===== config.mk =====
export PLATFORM = sky130hd
export DESIGN_NAME = hyperbus_top
export DESIGN_NICKNAME = d
export VERILOG_FILES = /design/src/rtl/hyperbus_trans_pkg.sv /design/src/rtl/hyperbus_bus_pkg.sv /design/src/rtl/cmd_addr_gen.sv /design/src/rtl/hyperbus_phy.sv /design/src/rtl/hyperbus_read_fifo.sv /design/src/rtl/hyperbus_top.sv /design/src/rtl/hyperbus_tx_buffer.sv
export VERILOG_INCLUDE_DIRS = /design/src /design/src/rtl
export SDC_FILE = /design/constraint.sdc
export NUM_CORES = 1
export LEC_CHECK = 0
export BUFFER_PORTS_ARGS = -buffer_cell sky130_fd_sc_hd__buf_4
export CAP_MARGIN = 20
export CORE_MARGIN = 3
export CORE_UTILIZATION = 40
export CTS_CLUSTER_SIZE = 24
export DETAILED_ROUTE_END_ITERATION = 16
export PLACE_DENSITY = 0.7
export SYNTH_ARGS = -nofsm -noshare
export SYNTH_HDL_FRONTEND = slang
export SYNTH_SLANG_ARGS = --single-unit
export TNS_END_PERCENT = 10

===== constraint.sdc =====
create_clock -name clk0 -period 4.65 [get_ports clk0]
set_input_delay 0.6975 -clock clk0 [delete_from_list [all_inputs] [get_ports clk0]]
set_output_delay 0.6975 -clock clk0 [all_outputs]
set_load 0.05 [all_outputs]

===== src/rtl/hyperbus_cfg.svh =====
// build-time configuration of the HyperBus subsystem
// HB_RX_DEPTH must be a power of two, HB_WAIT_CYCLES at least 1
`ifndef HYPERBUS_CFG_SVH
`define HYPERBUS_CFG_SVH

// burst length field, in 16-bit words
`define HB_BURST_WIDTH 12

// one-hot chip selects
`define HB_NR_CS 2

// initial latency in clk0 cycles, doubled on request
`define HB_WAIT_CYCLES 6

`define HB_RX_DEPTH 4 // read fifo entries

`endif


===== src/rtl/hyperbus_trans_pkg.sv =====
// host-side transaction types
// addresses are word addresses, bursts are counted in 16-bit words
`include "hyperbus_cfg.svh"

package hyperbus_trans_pkg;

    typedef logic [31:0] hb_addr_t;

    // zero length is illegal
    typedef logic [`HB_BURST_WIDTH-1:0] hb_burst_t;

    typedef logic [`HB_NR_CS-1:0] hb_cs_t; // one-hot

    typedef logic [15:0] hb_word_t; // high byte goes out on the rising edge

    // bit 1 covers the high byte
    typedef logic [1:0] hb_strb_t;

    typedef struct packed {
        hb_addr_t  address;
        hb_cs_t    cs;
        logic      write;
        hb_burst_t burst;
        logic      reg_space; // register space instead of memory
    } hb_trans_t;

endpackage


===== src/rtl/hyperbus_bus_pkg.sv =====
// bus-side types of the HyperBus PHY
// the pad structs replace the DDR cells and tristate pads
package hyperbus_bus_pkg;

    // 47 r/w#, 46 space, 45 burst type, 44:16 upper addr, 2:0 lower addr
    typedef logic [47:0] hb_ca_t;

    typedef enum logic [3:0] {
        STANDBY, SET_CA, CA, REG_WRITE, WAIT_EXTRA, WAIT_ACC,
        DATA_W, WAIT_W, DATA_R, WAIT_R, RECOVER
    } hb_state_e;

    typedef struct packed {
        hyperbus_trans_pkg::hb_cs_t   cs_n;
        logic                         ck_en; // bus clock runs while high
        hyperbus_trans_pkg::hb_word_t dq;
        logic                         dq_oe;
        logic [1:0]                   rwds; // rising, falling edge
        logic                         rwds_oe;
    } hb_pad_out_t;

    typedef struct packed {
        hyperbus_trans_pkg::hb_word_t dq;
        logic [1:0]                   rwds;
    } hb_pad_in_t;

endpackage


===== src/rtl/cmd_addr_gen.sv =====
// command/address word for one captured transaction
// bursts are always linear, reserved bits 15:3 go out as zero
`timescale 1ns/1ps

module cmd_addr_gen (
    input  hyperbus_trans_pkg::hb_trans_t trans_i,
    output hyperbus_bus_pkg::hb_ca_t      ca_o
);

    always_comb begin
        ca_o        = '0;
        ca_o[47]    = ~trans_i.write;     // read not write
        ca_o[46]    = trans_i.reg_space;
        ca_o[45]    = 1'b1;               // linear burst
        ca_o[44:16] = trans_i.address[31:3];
        ca_o[2:0]   = trans_i.address[2:0];
    end

    // a linear burst must end below the top of the 32-bit address space
    always_comb begin
        assert final ($isunknown(trans_i)
                      || 33'(trans_i.address) + 33'(trans_i.burst) <= 33'h1_0000_0000)
            else $error("ca word drops address bits");
    end

endmodule


===== src/rtl/hyperbus_phy.sv =====
// transaction FSM of the HyperBus PHY, one 16-bit word per clk0 cycle
// read data is expected in the same cycle as its ck_en, marked rwds = 2'b10
// register writes need their tx word, the bus clock waits for it
`timescale 1ns/1ps
`include "hyperbus_cfg.svh"

module hyperbus_phy (
    input  logic                          clk0,
    input  logic                          rst_ni,
    input  logic                          trans_valid_i,
    output logic                          trans_ready_o,
    input  hyperbus_trans_pkg::hb_trans_t trans_i,
    input  logic                          tx_valid_i,
    output logic                          tx_ready_o,
    input  hyperbus_trans_pkg::hb_word_t  tx_data_i,
    input  hyperbus_trans_pkg::hb_strb_t  tx_strb_i,
    output logic                          rx_valid_o,
    input  logic                          rx_ready_i,
    output hyperbus_trans_pkg::hb_word_t  rx_data_o,
    output hyperbus_bus_pkg::hb_pad_out_t pad_o,
    input  hyperbus_bus_pkg::hb_pad_in_t  pad_i
);

    localparam int unsigned wait_w = $clog2(`HB_WAIT_CYCLES) + 1;

    hyperbus_bus_pkg::hb_state_e    state;
    hyperbus_trans_pkg::hb_trans_t  local_trans;
    hyperbus_trans_pkg::hb_burst_t  burst_cnt;
    hyperbus_bus_pkg::hb_ca_t       ca;
    hyperbus_trans_pkg::hb_word_t   ca_word;
    logic [wait_w-1:0]              wait_cnt;
    logic [1:0]                     ca_idx;
    logic                           fifo_afull;
    logic                           fifo_empty;

    cmd_addr_gen i_cmd_addr_gen (
        .trans_i ( local_trans ),
        .ca_o    ( ca          )
    );

    hyperbus_read_fifo i_read_fifo (
        .clk0          ( clk0                                          ),
        .rst_ni        ( rst_ni                                        ),
        .capture_en_i  ( state == hyperbus_bus_pkg::DATA_R             ),
        .flush_i       ( state == hyperbus_bus_pkg::RECOVER && local_trans.write ),
        .pad_i         ( pad_i                                         ),
        .almost_full_o ( fifo_afull                                    ),
        .empty_o       ( fifo_empty                                    ),
        .rx_valid_o    ( rx_valid_o                                    ),
        .rx_ready_i    ( rx_ready_i                                    ),
        .rx_data_o     ( rx_data_o                                     )
    );

    assign trans_ready_o = state == hyperbus_bus_pkg::STANDBY && trans_valid_i;

    always_ff @(posedge clk0) begin
        if (trans_ready_o) begin
            local_trans <= trans_i;
        end
    end

    always_ff @(posedge clk0 or negedge rst_ni) begin
        if (!rst_ni) begin
            state     <= hyperbus_bus_pkg::STANDBY;
            wait_cnt  <= '0;
            burst_cnt <= '0;
            ca_idx    <= '0;
        end else begin
            unique case (state)
                hyperbus_bus_pkg::STANDBY: begin
                    if (trans_ready_o) begin
                        state     <= hyperbus_bus_pkg::SET_CA;
                        burst_cnt <= trans_i.burst - 1'b1;
                        ca_idx    <= '0;
                    end
                end
                hyperbus_bus_pkg::SET_CA: state <= hyperbus_bus_pkg::CA;
                hyperbus_bus_pkg::CA: begin
                    ca_idx   <= ca_idx + 1'b1;
                    wait_cnt <= wait_w'(`HB_WAIT_CYCLES - 1);
                    if (ca_idx == 2'd2) begin
                        if (local_trans.reg_space && local_trans.write) begin
                            state <= hyperbus_bus_pkg::REG_WRITE; // zero latency
                        end else if (pad_i.rwds[1]) begin
                            state <= hyperbus_bus_pkg::WAIT_EXTRA;
                        end else begin
                            state <= hyperbus_bus_pkg::WAIT_ACC;
                        end
                    end
                end
                hyperbus_bus_pkg::REG_WRITE: begin
                    if (tx_valid_i) state <= hyperbus_bus_pkg::RECOVER;
                end
                hyperbus_bus_pkg::WAIT_EXTRA: begin
                    if (wait_cnt == '0) begin
                        wait_cnt <= wait_w'(`HB_WAIT_CYCLES - 1);
                        state    <= hyperbus_bus_pkg::WAIT_ACC;
                    end else begin
                        wait_cnt <= wait_cnt - 1'b1;
                    end
                end
                hyperbus_bus_pkg::WAIT_ACC: begin
                    if (wait_cnt == '0) begin
                        state <= local_trans.write ? hyperbus_bus_pkg::DATA_W
                                                   : hyperbus_bus_pkg::DATA_R;
                    end else begin
                        wait_cnt <= wait_cnt - 1'b1;
                    end
                end
                hyperbus_bus_pkg::DATA_W: begin
                    if (tx_valid_i) begin
                        burst_cnt <= burst_cnt - 1'b1;
                        if (burst_cnt == '0) begin
                            wait_cnt <= wait_w'(`HB_WAIT_CYCLES - 1);
                            state    <= hyperbus_bus_pkg::RECOVER;
                        end
                    end else begin
                        state <= hyperbus_bus_pkg::WAIT_W;
                    end
                end
                hyperbus_bus_pkg::WAIT_W: begin
                    if (tx_valid_i) state <= hyperbus_bus_pkg::DATA_W;
                end
                hyperbus_bus_pkg::DATA_R: begin
                    burst_cnt <= burst_cnt - 1'b1; // one word per clocked cycle
                    if (burst_cnt == '0) begin
                        wait_cnt <= wait_w'(`HB_WAIT_CYCLES - 1);
                        state    <= hyperbus_bus_pkg::RECOVER;
                    end else if (fifo_afull) begin
                        state <= hyperbus_bus_pkg::WAIT_R;
                    end
                end
                hyperbus_bus_pkg::WAIT_R: begin
                    if (!fifo_afull) state <= hyperbus_bus_pkg::DATA_R;
                end
                hyperbus_bus_pkg::RECOVER: begin
                    if (wait_cnt != '0) begin
                        wait_cnt <= wait_cnt - 1'b1;
                    end else if (fifo_empty) begin
                        state <= hyperbus_bus_pkg::STANDBY; // host drained all reads
                    end
                end
                default: state <= hyperbus_bus_pkg::STANDBY;
            endcase
        end
    end

    always_comb begin
        unique case (ca_idx)
            2'd0:    ca_word = ca[47:32];
            2'd1:    ca_word = ca[31:16];
            default: ca_word = ca[15:0];
        endcase
    end

    always_comb begin
        pad_o      = '0;
        tx_ready_o = 1'b0;
        pad_o.cs_n = state inside {hyperbus_bus_pkg::STANDBY, hyperbus_bus_pkg::RECOVER}
                     ? '1 : ~local_trans.cs;
        unique case (state)
            hyperbus_bus_pkg::CA: begin
                pad_o.ck_en = 1'b1;
                pad_o.dq_oe = 1'b1;
                pad_o.dq    = ca_word;
            end
            hyperbus_bus_pkg::REG_WRITE: begin
                pad_o.ck_en = tx_valid_i;
                pad_o.dq_oe = 1'b1;
                pad_o.dq    = tx_data_i;
                tx_ready_o  = 1'b1;
            end
            hyperbus_bus_pkg::WAIT_EXTRA, hyperbus_bus_pkg::WAIT_ACC,
            hyperbus_bus_pkg::DATA_R: begin
                pad_o.ck_en = 1'b1;
            end
            hyperbus_bus_pkg::DATA_W, hyperbus_bus_pkg::WAIT_W: begin
                pad_o.ck_en   = state == hyperbus_bus_pkg::DATA_W && tx_valid_i;
                pad_o.dq_oe   = 1'b1;
                pad_o.dq      = tx_data_i;
                pad_o.rwds_oe = 1'b1;
                pad_o.rwds    = ~tx_strb_i; // high masks a byte
                tx_ready_o    = state == hyperbus_bus_pkg::DATA_W;
            end
            default: ;
        endcase
    end

    assert property (@(posedge clk0) disable iff (!rst_ni)
        !(&pad_o.cs_n) |-> $onehot(~pad_o.cs_n))
        else $error("more than one chip selected");

    // reads release dq once the command is out
    assert property (@(posedge clk0) disable iff (!rst_ni)
        state inside {hyperbus_bus_pkg::WAIT_R, hyperbus_bus_pkg::RECOVER}
            || (!local_trans.write && state != hyperbus_bus_pkg::CA)
        |-> !pad_o.dq_oe)
        else $error("dq driven while the memory owns the bus");

endmodule


===== src/rtl/hyperbus_read_fifo.sv =====
// read data fifo, fed by words qualified with rwds = 2'b10
// almost full leaves room for the one word still on the bus
`timescale 1ns/1ps
`include "hyperbus_cfg.svh"

module hyperbus_read_fifo (
    input  logic                         clk0,
    input  logic                         rst_ni,
    input  logic                         capture_en_i,
    input  logic                         flush_i,
    input  hyperbus_bus_pkg::hb_pad_in_t pad_i,
    output logic                         almost_full_o,
    output logic                         empty_o,
    output logic                         rx_valid_o,
    input  logic                         rx_ready_i,
    output hyperbus_trans_pkg::hb_word_t rx_data_o
);

    localparam int unsigned depth = `HB_RX_DEPTH;
    localparam int unsigned ptr_w = $clog2(depth);
    localparam int unsigned cnt_w = ptr_w + 1;

    hyperbus_trans_pkg::hb_word_t mem [depth];
    logic [ptr_w-1:0] wptr, rptr;
    logic [cnt_w-1:0] count;
    logic push, pop;

    assign push = capture_en_i && pad_i.rwds == 2'b10;
    assign pop  = rx_valid_o && rx_ready_i;

    always_ff @(posedge clk0 or negedge rst_ni) begin
        if (!rst_ni) begin
            wptr  <= '0;
            rptr  <= '0;
            count <= '0;
        end else if (flush_i) begin
            wptr  <= '0;
            rptr  <= '0;
            count <= '0;
        end else begin
            if (push) wptr <= wptr + 1'b1; // wraps, depth is 2**n
            if (pop) rptr <= rptr + 1'b1;
            count <= count + cnt_w'(push) - cnt_w'(pop);
        end
    end

    always_ff @(posedge clk0) begin
        if (push) begin
            mem[wptr] <= pad_i.dq;
        end
    end

    assign empty_o       = count == '0;
    assign almost_full_o = count >= cnt_w'(depth - 1);
    assign rx_valid_o    = !empty_o;
    assign rx_data_o     = mem[rptr];

    // the phy must stop the bus clock in time
    assert property (@(posedge clk0) disable iff (!rst_ni)
        push |-> count != cnt_w'(depth))
        else $error("read word pushed into a full fifo");

endmodule


===== src/rtl/hyperbus_top.sv =====
// HyperBus subsystem top, pads as structs with output enables
`timescale 1ns/1ps

module hyperbus_top (
    input  logic                          clk0,
    input  logic                          rst_ni,
    input  logic                          trans_valid_i,
    output logic                          trans_ready_o,
    input  hyperbus_trans_pkg::hb_trans_t trans_i,
    input  logic                          tx_valid_i,
    output logic                          tx_ready_o,
    input  hyperbus_trans_pkg::hb_word_t  tx_data_i,
    input  hyperbus_trans_pkg::hb_strb_t  tx_strb_i,
    output logic                          rx_valid_o,
    input  logic                          rx_ready_i,
    output hyperbus_trans_pkg::hb_word_t  rx_data_o,
    output hyperbus_bus_pkg::hb_pad_out_t pad_o,
    input  hyperbus_bus_pkg::hb_pad_in_t  pad_i
);

    logic                         buf_valid, buf_ready;
    hyperbus_trans_pkg::hb_word_t buf_data;
    hyperbus_trans_pkg::hb_strb_t buf_strb;

    hyperbus_tx_buffer i_tx_buffer (
        .clk0        ( clk0       ),
        .rst_ni      ( rst_ni     ),
        .in_valid_i  ( tx_valid_i ),
        .in_ready_o  ( tx_ready_o ),
        .in_data_i   ( tx_data_i  ),
        .in_strb_i   ( tx_strb_i  ),
        .out_valid_o ( buf_valid  ),
        .out_ready_i ( buf_ready  ),
        .out_data_o  ( buf_data   ),
        .out_strb_o  ( buf_strb   )
    );

    hyperbus_phy i_phy (
        .clk0          ( clk0          ),
        .rst_ni        ( rst_ni        ),
        .trans_valid_i ( trans_valid_i ),
        .trans_ready_o ( trans_ready_o ),
        .trans_i       ( trans_i       ),
        .tx_valid_i    ( buf_valid     ),
        .tx_ready_o    ( buf_ready     ),
        .tx_data_i     ( buf_data      ),
        .tx_strb_i     ( buf_strb      ),
        .rx_valid_o    ( rx_valid_o    ),
        .rx_ready_i    ( rx_ready_i    ),
        .rx_data_o     ( rx_data_o     ),
        .pad_o         ( pad_o         ),
        .pad_i         ( pad_i         )
    );

endmodule


===== src/rtl/hyperbus_tx_buffer.sv =====
// two-entry skid buffer on the write stream
// ready is registered, low for the first cycle after reset
`timescale 1ns/1ps

module hyperbus_tx_buffer (
    input  logic                         clk0,
    input  logic                         rst_ni,
    input  logic                         in_valid_i,
    output logic                         in_ready_o,
    input  hyperbus_trans_pkg::hb_word_t in_data_i,
    input  hyperbus_trans_pkg::hb_strb_t in_strb_i,
    output logic                         out_valid_o,
    input  logic                         out_ready_i,
    output hyperbus_trans_pkg::hb_word_t out_data_o,
    output hyperbus_trans_pkg::hb_strb_t out_strb_o
);

    logic skid_valid;
    logic ready_q;
    hyperbus_trans_pkg::hb_word_t skid_data;
    hyperbus_trans_pkg::hb_strb_t skid_strb;
    logic to_out, to_skid, from_skid, skid_keep;

    assign in_ready_o = ready_q;
    assign to_out     = in_valid_i && in_ready_o && (!out_valid_o || out_ready_i);
    assign to_skid    = in_valid_i && in_ready_o && out_valid_o && !out_ready_i;
    assign from_skid  = skid_valid && out_ready_i;
    assign skid_keep  = skid_valid && !out_ready_i;

    always_ff @(posedge clk0 or negedge rst_ni) begin
        if (!rst_ni) begin
            out_valid_o <= 1'b0;
            skid_valid  <= 1'b0;
            ready_q     <= 1'b0;
        end else begin
            out_valid_o <= to_out || from_skid || (out_valid_o && !out_ready_i);
            skid_valid  <= to_skid || skid_keep;
            ready_q     <= !(to_skid || skid_keep); // space left next cycle
        end
    end

    always_ff @(posedge clk0) begin
        if (from_skid) begin
            out_data_o <= skid_data;
            out_strb_o <= skid_strb;
        end else if (to_out) begin
            out_data_o <= in_data_i;
            out_strb_o <= in_strb_i;
        end
        if (to_skid) begin
            skid_data <= in_data_i;
            skid_strb <= in_strb_i;
        end
    end

    assert property (@(posedge clk0) disable iff (!rst_ni)
        out_valid_o && !out_ready_i |=> out_valid_o && $stable(out_data_o))
        else $error("tx word changed before it was taken");

endmodule

Yosys cells after proc, flatten, opt, wreduce, memory -nomap -nowiden
Memories as Yosys holds them, arrays and structs flattened.
Index checks and enable logic that the tools add are counted.

storage, ports and cells
  flip-flop bits (word level) = 104
  RAM bits = 64
  output and inout port bits = 42
  logic and storage cells = 144
  memories kept = 1

cells by class
  add/sub/neg operators = 8
  $lt $le $gt $ge = 1
  eq/ne operators = 27
  muxes and demuxes = 45
  bitwise operators = 3
  reductions and logical operators = 41

memory list
  memory                 depth  bits a word  read ports  clocked after memory_dff  wr ports  line                      text
  i_phy.i_read_fifo.mem  4      16           1           0                         1         hyperbus_read_fifo.sv:23  hyperbus_trans_pkg::hb_word_t mem [depth];

operators with widths
  cell                     number
  $mux W4                  20
  $pmux W4 S11             1
  $pmux W12 S3             1
  $pmux W17 S2             1
  $mux W16                 2
  $pmux W16 S2             1
  $mux W12                 2
  $pmux W4 S6              1
  $sub A12 B1 Y12 const B  2
  $ne A2 B2 Y1 const B     9
  $eq A4 B3 Y1 const B     4
  $mux W2                  8
  $logic_and A1 B1 Y1      13
  $eq A4 B4 Y1 const B     3
  $logic_not A12 Y1        1
  $reduce_and A11 Y1       1
  $reduce_bool A2 Y1       5
  $eq A4 B2 Y1 const B     2
  $logic_not A4 Y1         2
  $add A2 B1 Y2 const B    3
  $mux W3                  2
  $ne A2 B1 Y1 const B     3
  $reduce_bool A6 Y1       1
  $eq A2 B2 Y1 const B     2
  26 further kinds         35

Longest topological paths before layout
  word-level depth = 7
  gate-level depth with buffers = 13

Modules after synthesis
A second synthesis with hierarchy kept.

unflattened totals
  cell total of the unflattened synthesis = 614
  area total of the unflattened synthesis = 8,555.7 µm²

by module, submodules not included
  module              times used  cells an instance  area each (µm²)  sequential area each (µm²)
  hyperbus_phy        1           366                3,903.7          1,991.9
  hyperbus_read_fifo  1           131                2,827.7          2,097.0
  hyperbus_tx_buffer  1           67                 1,460.2          1,156.1
  cmd_addr_gen        1           50                 364.1            0.0

Worst setup path before layout
No wires, ideal clock.

  kind = reg2out
  start point = reg i_phy.state[0]
  end point = out pad_o[10] (netlist name)
  arrival = 2.526 ns
  setup slack = 1.427 ns
  stages on the path, launching flop included = 7
  path through = dfrtp_1 > buf_2 > nor2_1 > clkbuf_1 > clkbuf_1 > nor2_1 > nor3_1

RTL lines
  element                   line                text
  start: declaration        hyperbus_phy.sv:26  hyperbus_bus_pkg::hb_state_e state;
  start signal: assignment  hyperbus_phy.sv:64  state <= hyperbus_bus_pkg::STANDBY;
  start signal: assignment  hyperbus_phy.sv:72  state <= hyperbus_bus_pkg::SET_CA;
  start signal: assignment  hyperbus_phy.sv:77  hyperbus_bus_pkg::SET_CA: state <= hyperbus_bus_pkg::CA;
  end: declaration          hyperbus_top.sv:17  output hyperbus_bus_pkg::hb_pad_out_t pad_o,

==> run metrics <==
skew final=0.009706 ns; die width=144.1 um; # fillers=1,543; flop2flop setup slack=1.39 ns; io pins=131; post-route ant nets=0; mean post-synth cell area=13.88 um^2; R2R Path End=i_tx_buffer.out_data_o[14]; share of cells above drive strength 1=31.73%; worst slew pin tran=0.9200 ns; synthesized cell area=7632 um^2; clock-pin slew on the worst setup and hold paths=0.07 ns; RSZ-0062 raised after global routing=no; CTS tree=done; worst hold-check path type=input port to async pin; # resized after CTS=0; synth top area cells=edfxtp_1, dfrtp_1, mux4_2; GRT Residual Overflow=0; Synth Register Bits=168; Final Critical Period=3.515 ns; Hold Vio Cnt, Final=0; multiplexer share of the synthesized area=9.770%; router iterations before antenna repair=6; hold buffers post-CTS=0; area grow syn2layout=23.48%; GRT Overall Usage=17.03%; clock tree buffer depth=2; syn_nets=653; reg-to-reg startpoint=i_phy.state[1]; commonest cells in the netlist=edfxtp_1, nor2_1, dfrtp_1, nand2_1, nor3_1; H-tree depth=4; TNS Setup=0 ns; die area=20,770 um^2; largest net degree at the start of global routing=39; vias in the first global route=5,234; P_leak=3.545 nW; final std cells w/o fill=916; synth warn=0; Fmax achieved=284.5 MHz; largest family of logic cells by synthesized area=simple AND/OR/NAND/NOR gates; Required @ worst endpoint=3.95 ns; XOR/XNOR Fraction of Synth Area=0.8033%; adder-cell share of the synthesized area=2.525%; row cnt=49; CTS root buf=clkbuf_16; post-route clock period utilization=75.60%; Simple-Gate Fraction of Synth Area=11.23%; Critical Path Start Type=flop; Skew-Pair Late Insertion Delay=0.43 ns; 1st-iter DRT viols=357; predominant post-synthesis flop cell=edfxtp_1; via count=5,191; Synth cell types=73; most common cell in the netlist=edfxtp_1; worst-case reg-to-reg path depth=5; DRC violations left=0; Avg Vias per Cell=5.667; share of async-settable or async-resettable flops after synthesis=19.05%; CP max FO=29; dpl cells=883; Diodes inserted=0; IO Port Bufs=130; Final Setup Violations=0; DP HPWL=11.94 mm; max cap viols=0; sequential fraction of the synthesis area=64.00%; Initial Util=41.64%; routability cong.=0.8374; Synth Area in Compound Gates=8.787%; initial antenna violation count=0; global-route wire length before repair=27.37 mm; Max IR drop VDD=397.6 uV; crit end category=primary output; Core ar.=18,330 um^2; DIE HEIGHT=144.1 um; WP data arrival=2.82 ns; kind of critical path=flop to primary output; PD cells=664.0 nW/um^2; status=complete, no violations; Clock Sinks=168; Slew Limit Fails=0; Synth top area share=53.51%; post-synth top area cell=edfxtp_1; Wirelength per Cell=19.06 um; CTS buffer count=17; Post-Synthesis Cells=550; Rel. slew slack=38.60%; final net count=777; Post-synth EDFFs=136; Total Wirelength=17.46 mm; Post-CTS Setup Repair Bufs=0
## layer usage
layer / routed length, um / global-route usage, % / up-vias
met3: 1305 / 4.663 / 25
met5: 0 / 0 / -
li1: - / - / 2383
met2: 8327 / 27.41 / 217
met4: 322 / 6.431 / 0
met1: 7505 / 22.17 / 2566
## flip-flops by register name, summed over array words and instances (netlist names)
signal / cells
i_phy.ca_idx: 2
i_phy.i_read_fifo.mem: 64
i_phy.wait_cnt: 4
i_phy.local_trans: 36
i_tx_buffer.in_ready_o: 1
i_tx_buffer.out_strb_o: 2
i_tx_buffer.out_data_o: 16
i_tx_buffer.skid_valid: 1
i_tx_buffer.skid_strb: 2
i_phy.state: 4
i_phy.i_read_fifo.count: 3
i_phy.burst_cnt: 12
i_tx_buffer.skid_data: 16
i_tx_buffer.out_valid_o: 1
i_phy.i_read_fifo.wptr: 2
i_phy.i_read_fifo.rptr: 2
## critical path, stage by stage, from the launching register on
cell and delay, ns:
dfrtp_1 0.84, nand2b_1 0.59, clkinv_1 0.35, o21ai_0 0.18
a21oi_1 0.19, buf_4 0.23
## layout make-up
type                       instances  area, um^2  share of cell area [%]
clock buffer                      17       425.4                   4.514
clock inverter                    15       183.9                   1.952
tap                              229       286.5                   3.040
multi-input combinational        329        2536                   26.91
sequential                       168        4885                   51.83
inverter                          23       86.33                  0.9161
timing repair buffer             135        1021                   10.83
## layout by cell type, fill, tap and decap left out, types with 11 or more instances in the layout
cell type,netlist,routed
a21oi_1,24,24
a221oi_1,15,15
buf_4,1,134
clkbuf_16,0,17
dfrtp_1,32,32
edfxtp_1,136,136
ha_1,13,13
inv_1,21,21
mux2_2,21,21
mux4_2,16,16
nand2_1,30,30
nand3_1,11,11
nor2_1,42,40
nor3_1,25,25
## cells by family after synthesis
group                      after synthesis
buffers and inverters                   53
xor gates and xnor gates                 7
adders and majority gates               15
and+or+nand+nor                        161
AOI/OAI and AO/OA                       95
muxes                                   51
DFF                                    168
## metrics by stage
step	hold WS [ns]	total power [mW]	utilization, %	area (um^2)	setup WS (ns)
after floorplan	0.4019	4.100	-	7632	1.427
after global placement	0.4888	4.737	48.00	8800	1.540
after detailed placement	0.5239	4.826	48.00	8800	1.361
after CTS	0.2202	6.290	51.33	9409	1.110
after global routing	0.2379	6.586	51.41	9424	0.8661
final	0.2158	6.258	51.41	9424	1.135
## power breakdown
group	switching, mW	internal [mW]	leakage (nW)
sequential	0.298	1.96	1.62
clock	0.638	0.816	0.291
combinational	1.63	0.914	1.64
total	2.57	3.69	3.54
## how the worst max path moves through the flow
stage / start / to / slack [ns] / cells past startpoint
2_1_floorplan: i_phy.state[0] / pad_o[10] / 1.43 / 6
3_3_place_gp: i_phy.state[1] / i_tx_buffer.out_data_o[7] / 1.54 / 5
3_5_place_dp: i_phy.state[1] / i_tx_buffer.out_data_o[7] / 1.36 / 5
4_1_cts: i_phy.state[1] / pad_o[17] / 1.11 / 5
5_1_grt: i_phy.state[1] / pad_o[17] / 0.87 / 5
6_report: i_phy.state[1] / pad_o[17] / 1.13 / 5
Note: power is estimated with default switching activity, not from simulation.
